==> src/include/mipsBus_defines.svh <==
`ifndef MIPSBUS_DEFINES_SVH
`define MIPSBUS_DEFINES_SVH

// First fetch after reset
`define MIPS_RESET_VECTOR 32'hBFC00000

// Fetching from here stops the core
`define MIPS_HALT_ADDRESS 32'h00000000

`define MIPS_WORD_WIDTH 32

`define MIPS_REG_COUNT 32

`endif

==> src/source/mipsPkg.sv <==
`include "mipsBus_defines.svh"

package mipsPkg;

    typedef logic [`MIPS_WORD_WIDTH-1:0] word_t;
    typedef logic [$clog2(`MIPS_REG_COUNT)-1:0] regAddr_t;
    typedef logic [`MIPS_WORD_WIDTH-1:0] instr_t;
    typedef logic [4:0] shamt_t;

    // Only the opcodes this core executes
    typedef enum logic [5:0] {
        OpRType = 6'b000000,
        OpJ     = 6'b000010,
        OpBeq   = 6'b000100,
        OpBne   = 6'b000101,
        OpAddiu = 6'b001001,
        OpSlti  = 6'b001010,
        OpSltiu = 6'b001011,
        OpAndi  = 6'b001100,
        OpOri   = 6'b001101,
        OpXori  = 6'b001110,
        OpLui   = 6'b001111,
        OpLw    = 6'b100011,
        OpSw    = 6'b101011
    } opcode_t;

    typedef enum logic [5:0] {
        FuncSll  = 6'b000000,
        FuncSrl  = 6'b000010,
        FuncSra  = 6'b000011,
        FuncSllv = 6'b000100,
        FuncSrlv = 6'b000110,
        FuncSrav = 6'b000111,
        FuncJr   = 6'b001000,
        FuncAddu = 6'b100001,
        FuncSubu = 6'b100011,
        FuncAnd  = 6'b100100,
        FuncOr   = 6'b100101,
        FuncXor  = 6'b100110,
        FuncSlt  = 6'b101010,
        FuncSltu = 6'b101011
    } func_t;

    typedef enum logic [3:0] {
        AluAnd, AluOr, AluXor, AluAdd, AluSub, AluSlt, AluSltu, AluSll,
        AluSrl, AluSra, AluSllv, AluSrlv, AluSrav, AluLui, AluPassA
    } aluOp_t;

    typedef enum logic [2:0] {
        StateFetch, StateDecode, StateExecute, StateMemory, StateWriteBack, StateHalted
    } cpuState_t;

    typedef enum logic [1:0] {
        AccessNone, AccessLoad, AccessStore
    } accessKind_t;

    typedef enum logic [2:0] {
        BranchNone, BranchBeq, BranchBne, BranchJump, BranchJumpReg
    } branchKind_t;

endpackage

==> src/source/mipsRegisterFile.sv <==
`include "mipsBus_defines.svh"

module mipsRegisterFile (
    input  logic clk,
    input  logic reset,
    input  logic writeEnable,
    input  mipsPkg::regAddr_t writeAddr,
    input  mipsPkg::word_t writeData,
    input  mipsPkg::regAddr_t readAddrA,
    input  mipsPkg::regAddr_t readAddrB,
    output mipsPkg::word_t readDataA,
    output mipsPkg::word_t readDataB,
    output mipsPkg::word_t registerV0
);
    import mipsPkg::*;

    word_t regs [`MIPS_REG_COUNT];

    always_ff @(posedge clk) begin
        if (reset) begin
            for (int i = 0; i < `MIPS_REG_COUNT; i++) begin
                regs[i] <= '0;
            end
        end else if (writeEnable && writeAddr != '0) begin
            regs[writeAddr] <= writeData;
        end
    end

    // $zero keeps its reset value
    assign readDataA = regs[readAddrA];
    assign readDataB = regs[readAddrB];

    assign registerV0 = regs[2];

    // Even right after a write aimed at it
    zeroRegister: assert property (@(posedge clk) disable iff (reset)
        (readAddrA == '0 |-> readDataA == '0) and (readAddrB == '0 |-> readDataB == '0));

endmodule

==> src/source/mipsAlu.sv <==
module mipsAlu (
    input  mipsPkg::aluOp_t op,
    input  mipsPkg::word_t a,
    input  mipsPkg::word_t b,
    input  mipsPkg::shamt_t shamt,
    output mipsPkg::word_t result,
    output logic zero
);
    import mipsPkg::*;

    shamt_t varShift;

    // Variable shifts take the amount from rs
    assign varShift = a[4:0];

    always_comb begin
        case (op)
            AluAnd:  result = a & b;
            AluOr:   result = a | b;
            AluXor:  result = a ^ b;
            AluAdd:  result = a + b;
            AluSub:  result = a - b;
            AluSlt:  result = word_t'($signed(a) < $signed(b));
            AluSltu: result = word_t'(a < b);

            // Fixed shifts act on rt by the instruction's shamt
            AluSll:  result = b << shamt;
            AluSrl:  result = b >> shamt;
            AluSra:  result = word_t'($signed(b) >>> shamt);

            AluSllv: result = b << varShift;
            AluSrlv: result = b >> varShift;
            AluSrav: result = word_t'($signed(b) >>> varShift);

            AluLui:  result = {b[15:0], 16'h0000};
            AluPassA: result = a;
            default: result = a;
        endcase
    end

    // Branch compare
    assign zero = (result == '0);

endmodule

==> src/source/mipsDecoder.sv <==
module mipsDecoder (
    input  mipsPkg::instr_t instr,
    output mipsPkg::aluOp_t aluOp,
    output logic useImmediate,
    output logic zeroExtend,
    output mipsPkg::regAddr_t destReg,
    output logic regWrite,
    output mipsPkg::accessKind_t accessKind,
    output mipsPkg::branchKind_t branchKind
);
    import mipsPkg::*;

    opcode_t opcode;
    func_t func;
    regAddr_t rt;
    regAddr_t rd;

    assign opcode = opcode_t'(instr[31:26]);
    assign func = func_t'(instr[5:0]);
    assign rt = instr[20:16];
    assign rd = instr[15:11];

    always_comb begin
        // Defaults suit the immediate ALU forms
        aluOp = AluPassA;
        useImmediate = 1'b1;
        zeroExtend = 1'b0;
        destReg = rt;
        regWrite = 1'b1;
        accessKind = AccessNone;
        branchKind = BranchNone;

        case (opcode)
            OpRType: begin
                useImmediate = 1'b0;
                destReg = rd;
                case (func)
                    FuncSll:  aluOp = AluSll;
                    FuncSrl:  aluOp = AluSrl;
                    FuncSra:  aluOp = AluSra;
                    FuncSllv: aluOp = AluSllv;
                    FuncSrlv: aluOp = AluSrlv;
                    FuncSrav: aluOp = AluSrav;
                    FuncAddu: aluOp = AluAdd;
                    FuncSubu: aluOp = AluSub;
                    FuncAnd:  aluOp = AluAnd;
                    FuncOr:   aluOp = AluOr;
                    FuncXor:  aluOp = AluXor;
                    FuncSlt:  aluOp = AluSlt;
                    FuncSltu: aluOp = AluSltu;
                    FuncJr: begin
                        regWrite = 1'b0;
                        branchKind = BranchJumpReg;
                    end
                    default: regWrite = 1'b0;
                endcase
            end
            OpAddiu: aluOp = AluAdd;
            OpSlti:  aluOp = AluSlt;
            OpSltiu: aluOp = AluSltu;
            OpLui:   aluOp = AluLui;
            OpAndi: begin
                aluOp = AluAnd;
                zeroExtend = 1'b1;
            end
            OpOri: begin
                aluOp = AluOr;
                zeroExtend = 1'b1;
            end
            OpXori: begin
                aluOp = AluXor;
                zeroExtend = 1'b1;
            end
            OpLw: begin
                aluOp = AluAdd;
                accessKind = AccessLoad;
            end
            OpSw: begin
                aluOp = AluAdd;
                regWrite = 1'b0;
                accessKind = AccessStore;
            end
            // rs minus rt, zero flag decides
            OpBeq, OpBne: begin
                aluOp = AluSub;
                useImmediate = 1'b0;
                regWrite = 1'b0;
                branchKind = (opcode == OpBeq) ? BranchBeq : BranchBne;
            end
            OpJ: begin
                regWrite = 1'b0;
                branchKind = BranchJump;
            end
            default: regWrite = 1'b0;
        endcase
    end

endmodule

==> src/source/mipsControl.sv <==
`include "mipsBus_defines.svh"

module mipsControl (
    input  logic clk,
    input  logic reset,
    input  logic waitRequest,
    input  mipsPkg::word_t readData,
    output mipsPkg::word_t address,
    output logic read,
    output logic write,
    output mipsPkg::word_t writeData,
    output logic [3:0] byteEnable,
    output logic active,
    output mipsPkg::instr_t instr,
    input  mipsPkg::aluOp_t aluOp,
    input  logic useImmediate,
    input  logic zeroExtend,
    input  mipsPkg::regAddr_t destReg,
    input  logic regWrite,
    input  mipsPkg::accessKind_t accessKind,
    input  mipsPkg::branchKind_t branchKind,
    input  mipsPkg::word_t readDataA,
    input  mipsPkg::word_t readDataB,
    input  mipsPkg::word_t aluResult,
    input  logic aluZero,
    output mipsPkg::regAddr_t regReadAddrA,
    output mipsPkg::regAddr_t regReadAddrB,
    output logic regWriteEnable,
    output mipsPkg::regAddr_t regWriteAddr,
    output mipsPkg::word_t regWriteData,
    output mipsPkg::word_t aluA,
    output mipsPkg::word_t aluB
);
    import mipsPkg::*;

    cpuState_t state;
    word_t pc;
    word_t pcPlus4;
    word_t immediate;
    word_t nextTarget;
    word_t branchTarget;
    logic branchTaken;
    // 0 idle, 1 branch resolved, 2 delay slot in flight
    logic [1:0] branchStep;

    assign pcPlus4 = pc + 32'd4;
    assign immediate = zeroExtend ? {16'h0000, instr[15:0]} : {{16{instr[15]}}, instr[15:0]};

    always_comb begin
        branchTaken = 1'b0;
        nextTarget = pcPlus4 + {{14{instr[15]}}, instr[15:0], 2'b00};
        case (branchKind)
            BranchBeq: branchTaken = aluZero;
            BranchBne: branchTaken = !aluZero;
            BranchJump: begin
                branchTaken = 1'b1;
                nextTarget = {pcPlus4[31:28], instr[25:0], 2'b00};
            end
            BranchJumpReg: begin
                branchTaken = 1'b1;
                nextTarget = aluA;
            end
            default: branchTaken = 1'b0;
        endcase
    end

    // Bus strobes, held until waitRequest drops
    assign read = (state == StateFetch && pc != `MIPS_HALT_ADDRESS)
        || (state == StateMemory && accessKind == AccessLoad);
    assign write = (state == StateMemory && accessKind == AccessStore);
    assign address = (state == StateMemory) ? aluResult : pc;
    assign writeData = readDataB;
    assign byteEnable = (read || write) ? 4'b1111 : 4'b0000;

    assign regReadAddrA = instr[25:21];
    assign regReadAddrB = instr[20:16];
    assign regWriteEnable = (state == StateWriteBack) && regWrite;
    assign regWriteAddr = destReg;
    assign regWriteData = (accessKind == AccessLoad) ? readData : aluResult;

    always_ff @(posedge clk) begin
        if (reset) begin
            state <= StateFetch;
            pc <= `MIPS_RESET_VECTOR;
            active <= 1'b1;
            branchStep <= 2'd0;
        end else begin
            case (state)
                StateFetch: begin
                    if (pc == `MIPS_HALT_ADDRESS) begin
                        active <= 1'b0;
                        state <= StateHalted;
                    end else if (!waitRequest) begin
                        state <= StateDecode;
                    end
                end
                StateDecode: state <= StateExecute;
                StateExecute: state <= StateMemory;
                StateMemory: begin
                    if (accessKind == AccessNone || !waitRequest) begin
                        state <= StateWriteBack;
                    end
                    if (branchTaken) begin
                        branchStep <= 2'd1;
                    end
                end
                StateWriteBack: begin
                    state <= StateFetch;
                    if (branchStep == 2'd2) begin
                        pc <= branchTarget;
                        branchStep <= 2'd0;
                    end else begin
                        pc <= pcPlus4;
                        if (branchStep == 2'd1) begin
                            branchStep <= 2'd2;
                        end
                    end
                end
                default: state <= StateHalted;
            endcase
        end
    end

    always_ff @(posedge clk) begin
        // Memory presents the word the cycle after the accept
        if (state == StateDecode) begin
            instr <= readData;
        end
        if (state == StateExecute) begin
            aluA <= readDataA;
            aluB <= useImmediate ? immediate : readDataB;
        end
        if (state == StateMemory && branchTaken) begin
            branchTarget <= nextTarget;
        end
    end

    noReadWithWrite: assert property (@(posedge clk) disable iff (reset) !(read && write));

    haltIsFinal: assert property (@(posedge clk) disable iff (reset)
        state == StateHalted |=> state == StateHalted && !read && !write);

    // Loads and stores form their address with the adder
    accessUsesAdd: assert property (@(posedge clk) disable iff (reset)
        (state == StateMemory && accessKind != AccessNone) |-> aluOp == AluAdd);

endmodule

==> src/source/mipsBus.sv <==
module mipsBus (
    input  logic clk,
    input  logic reset,
    output logic active,
    output mipsPkg::word_t registerV0,
    output mipsPkg::word_t address,
    output logic write,
    output logic read,
    input  logic waitRequest,
    output mipsPkg::word_t writeData,
    output logic [3:0] byteEnable,
    input  mipsPkg::word_t readData
);
    import mipsPkg::*;

    instr_t instr;
    aluOp_t aluOp;
    logic useImmediate;
    logic zeroExtend;
    regAddr_t destReg;
    logic regWrite;
    accessKind_t accessKind;
    branchKind_t branchKind;
    word_t readDataA;
    word_t readDataB;
    word_t aluA;
    word_t aluB;
    word_t aluResult;
    logic aluZero;
    regAddr_t regReadAddrA;
    regAddr_t regReadAddrB;
    logic regWriteEnable;
    regAddr_t regWriteAddr;
    word_t regWriteData;

    mipsControl control_i (
        .clk(clk), .reset(reset), .waitRequest(waitRequest), .readData(readData),
        .address(address), .read(read), .write(write), .writeData(writeData),
        .byteEnable(byteEnable), .active(active), .instr(instr), .aluOp(aluOp),
        .useImmediate(useImmediate), .zeroExtend(zeroExtend), .destReg(destReg),
        .regWrite(regWrite), .accessKind(accessKind), .branchKind(branchKind),
        .readDataA(readDataA), .readDataB(readDataB), .aluResult(aluResult),
        .aluZero(aluZero), .regReadAddrA(regReadAddrA), .regReadAddrB(regReadAddrB),
        .regWriteEnable(regWriteEnable), .regWriteAddr(regWriteAddr),
        .regWriteData(regWriteData), .aluA(aluA), .aluB(aluB)
    );

    mipsDecoder decoder_i (
        .instr(instr), .aluOp(aluOp), .useImmediate(useImmediate),
        .zeroExtend(zeroExtend), .destReg(destReg), .regWrite(regWrite),
        .accessKind(accessKind), .branchKind(branchKind)
    );

    mipsRegisterFile registerFile_i (
        .clk(clk), .reset(reset), .writeEnable(regWriteEnable), .writeAddr(regWriteAddr),
        .writeData(regWriteData), .readAddrA(regReadAddrA), .readAddrB(regReadAddrB),
        .readDataA(readDataA), .readDataB(readDataB), .registerV0(registerV0)
    );

    // Shift amount comes straight from the held instruction
    mipsAlu alu_i (
        .op(aluOp), .a(aluA), .b(aluB), .shamt(instr[10:6]),
        .result(aluResult), .zero(aluZero)
    );

endmodule

==> config.mk <==
export PLATFORM = sky130hd
export DESIGN_NAME = mipsBus
export DESIGN_NICKNAME = d
export VERILOG_FILES = /design/src/source/mipsPkg.sv /design/src/source/mipsRegisterFile.sv /design/src/source/mipsAlu.sv /design/src/source/mipsDecoder.sv /design/src/source/mipsControl.sv /design/src/source/mipsBus.sv
export VERILOG_INCLUDE_DIRS = /design/src /design/src/include
export SDC_FILE = /design/constraint.sdc
export NUM_CORES = 2
export LEC_CHECK = 0
export ABC_CLOCK_PERIOD_IN_PS = 7300
export BUFFER_PORTS_ARGS = -buffer_cell sky130_fd_sc_hd__buf_2
export CAP_MARGIN = 25
export CORE_MARGIN = 1.5
export CORE_UTILIZATION = 35
export DETAILED_ROUTE_END_ITERATION = 16
export HOLD_SLACK_MARGIN = 0.03
export MAX_ROUTING_LAYER = met4
export PLACE_DENSITY_LB_ADDON = 0.2
export SETUP_SLACK_MARGIN = 0.02
export SYNTH_ARGS = -nofsm -noshare
export SYNTH_HDL_FRONTEND = slang
export SYNTH_SLANG_ARGS = --single-unit
==> constraint.sdc <==
create_clock -name clk -period 7.3 [get_ports clk]
set_input_delay 0 -clock clk [delete_from_list [all_inputs] [get_ports clk]]
set_output_delay 0 -clock clk [all_outputs]
set_load 0.005 [all_outputs]
==> flow_summary.ini <==
[run_status]
status = completed

[worst_setup_path]
crit_start = control_i.instr[27]
worstPathRequired_ns = 7.81
path_buf_inv = 5
crit_path_frequent_cell = buf_4
cp-end-kind = register
path_max_fanout = 32
cp.arrival_ns = 7.46
slowest_stage = edfxtp_1
timing.rr.start = control_i.instr[27]
critPathMaxStageDelay_ns = 0.58
crit_chain = or3_1 -> a2111oi_4 -> o21ai_1 -> o211ai_1 -> buf_12 -> mux2i_4 -> mux2i_2 -> o22ai_1 -> nor3_1 -> o221ai_1 -> a2111oi_0 -> buf_4 -> a32oi_1 -> or3_1 -> nor3_1 -> buf_4 -> and4_2 -> buf_4 -> a21oi_1 -> o21ai_1 -> a21oi_4 -> buf_12
worstSetupPathType = register to register
path_delay_family = compound AO/OA/AOI/OAI gates
startpoint_type = register

[timing]
setup_viol = 0
rsz0062_at_grt = no
finalClockSkew_ns = 0.02099
worst_slew_pin_slew_ns = 1.078
post-route-min-period_ns = 6.943
setup_tns_ns = 0
slew_headroom = 0.2785
period_share = 0.9511
hold_viol_final = 0
max_freq_ghz = 0.1440
drv_slew = 0

[clock_tree]
clk_latency_ns = 0.81
clk_pin_slew_ns = 0.06
clockBufferDepth = 3
cts.sink_count = 1195
cts_tree = built
cts_max_level = 4
cts-root-buf = clkbuf_16
numCtsBuffers = 140

[grt]
grt_pass1_wl_um = 448300
grt_pass1_vias = 55217
track_usage = 0.3145
grt-ovfl-total = 0
antenna_found_initial = 13
grt_max_degree = 128

[die]
fp.dieH_um = 459.1
die_w_um = 459.1
initial_core_util = 0.3520
num_rows = 167
die-area_um2 = 210800
core_um2 = 206900
num_io_pins = 138

[power_and_ir_drop]
p_per_area_nw_per_um2 = 380.6
ir_drop_mv = 0.3307
cellLeakagePower_nw = 30.11

[run]
max_cap_violations = 0

[detailed_routing]
drt_iter0_drc = 7137
drt-wirelength-per-cell_um = 36.38
routed_wl_um = 327000
ant_nets = 0
firstDrtPassIters = 8
drc = 0
viasPerCell = 6.266
vias = 56317

[logic_synthesis]
synth_edf_count = 1152
yosysWarnings = 0
ys_seq_area_frac = 0.4869
synthArstFlopShare = 0
synthCells = 5925
yosysUniqueCellTypes = 117
synth.cell_area_um2 = 72820
synth_flop_cell = edfxtp_1
ys_ff_latch = 1195
synth_area_per_cell_um2 = 12.29

[placement]
dpl.cell_count = 8672
port_buffers = 137
place.gp.congestion = 1.082
hpwl_um = 222200

[layout]
syn_to_final_growth_pct = 15.58
drive_gt1_frac = 0.2687
fin_nets = 6338
final_cells = 8988

[worst_hold_path]
min_path_type = primary input to register
hp-start = readData[1]
==> synthesized netlist by cell type (26+ instances only) <==
cell type | count | share of area
clkbuf_1 | 433 | 0.022
ha_1 | 128 | 0.022
o21ai_0 | 154 | 0.011
xnor2_1 | 39 | 0.0047
buf_2 | 30 | 0.0021
buf_1 | 72 | 0.0037
mux2i_1 | 179 | 0.025
inv_1 | 108 | 0.0056
a21oi_1 | 195 | 0.013
nand3_1 | 77 | 0.0053
a211oi_1 | 50 | 0.0052
a21o_1 | 27 | 0.0028
nor3_1 | 56 | 0.0038
mux4_2 | 650 | 0.20
o211ai_1 | 49 | 0.0051
a221oi_1 | 39 | 0.0047
o221ai_1 | 26 | 0.0031
a22oi_1 | 57 | 0.0059
xor2_1 | 26 | 0.0031
mux2_2 | 95 | 0.015
nor2_1 | 1279 | 0.066
edfxtp_1 | 1152 | 0.48
o22ai_1 | 36 | 0.0031
nand2_1 | 375 | 0.019
nand2b_1 | 52 | 0.0045
dfxtp_1 | 43 | 0.012
==> through the flow <==
stage	hold WS, ns	utilization	instance area (um^2)	setup WS [ns]	total power, W
5_1_grt	0.06862	0.4068	84160	0.06037	0.03295
2_1_floorplan	0.09887	-	72930	0.5047	0.01755
6_report	0.08520	0.4068	84160	0.3566	0.03204
3_3_place_gp	0.2301	0.3818	78980	0.08678	0.02479
3_5_place_dp	0.2357	0.3825	79120	0.06782	0.02481
4_1_cts	0.03153	0.4063	84050	0.03341	0.03178
==> worst register-to-register path, cell delays in order, from the launching register on <==
cell	delay, ns
edfxtp_1	0.58
or3_1	0.49
a2111oi_4	0.40
o21ai_1	0.16
o211ai_1	0.19
buf_12	0.24
mux2i_4	0.56
mux2i_2	0.41
o22ai_1	0.20
nor3_1	0.46
o221ai_1	0.22
a2111oi_0	0.44
buf_4	0.19
a32oi_1	0.10
or3_1	0.45
nor3_1	0.26
buf_4	0.17
and4_2	0.33
buf_4	0.15
a21oi_1	0.06
o21ai_1	0.26
a21oi_4	0.10
buf_12	0.19
==> cell usage in the layout, fill, tap and decap left out, types with 57 or more instances in the layout <==
cell type,synthesis,routed
nand2_1,375,343
o21ai_0,154,154
mux2_2,95,95
a21oi_1,195,188
ha_1,128,127
edfxtp_1,1152,1152
inv_1,108,108
nand3_1,77,77
buf_4,16,408
clkbuf_16,0,145
mux4_2,650,650
mux2i_1,179,150
a22oi_1,57,57
nor2_1,1279,1276
buf_2,30,136
==> cells by family after synthesis <==
kind of cell    after synthesis  synth area share
simple gates               2006            0.1153
flops                      1195            0.4869
mux                         931            0.2420
compound gates              924           0.08827
buf+inv                     671           0.03672
fa+ha+maj                   132           0.02297
xor+xnor                     65          0.007818
other cells                   1        0.00005150
==> power breakdown <==
part / switching (W) / internal, W
combinational: 0.0104 / 0.00604
sequential: 0.000675 / 0.00804
clock: 0.00301 / 0.00392
==> registers in the layout (all words and copies together), names as in the netlist, named ones only <==
signal,cells
registerFile_i.regs,1024
control_i.aluA,32
control_i.aluB,32
control_i.branchTarget,32
control_i.instr,32
control_i.pc,32
control_i.state,3
control_i.branchStep,2
control_i.active,1
==> metal layers <==
| layer | GRT usage | up-vias | share of wire |
|---|---|---|---|
| li1 | - | 23199 | - |
| met1 | 0.3889 | 29216 | 0.38 |
| met2 | 0.4956 | 3176 | 0.47 |
| met3 | 0.05481 | 726 | 0.084 |
| met4 | 0.1620 | 0 | 0.058 |
| met5 | - | - | 0 |
==> what timing repair did <==
item / in CTS / in global routing
hold buffers: 54 / 0
endpoints found under the setup margin: 0 / 34
hold endpoints to repair: 966 / 0
resized for setup: 0 / 6
setup buffers: 0 / 6
==> cell type report <==
type	count	area, um^2
multi-input combinational	4090	35520
tap	2704	3383
timing repair buffer	633	4974
clock buffer	184	3795
inverter	112	420.4
sequential	1195	35470
fill	19523	122700
antenna	5	12.51
clock inverter	65	588.1
==> path summary, 6_finish.rpt <==
check,end,slack (ns),cells after the start
hold / removal,control_i.instr[1],0.09,2
hold reg to reg,control_i.active,0.45,1
setup reg to reg,control_i.branchTarget[31],0.36,22
setup / recovery,control_i.branchTarget[31],0.36,22
Power figures use the tool's default switching activity.
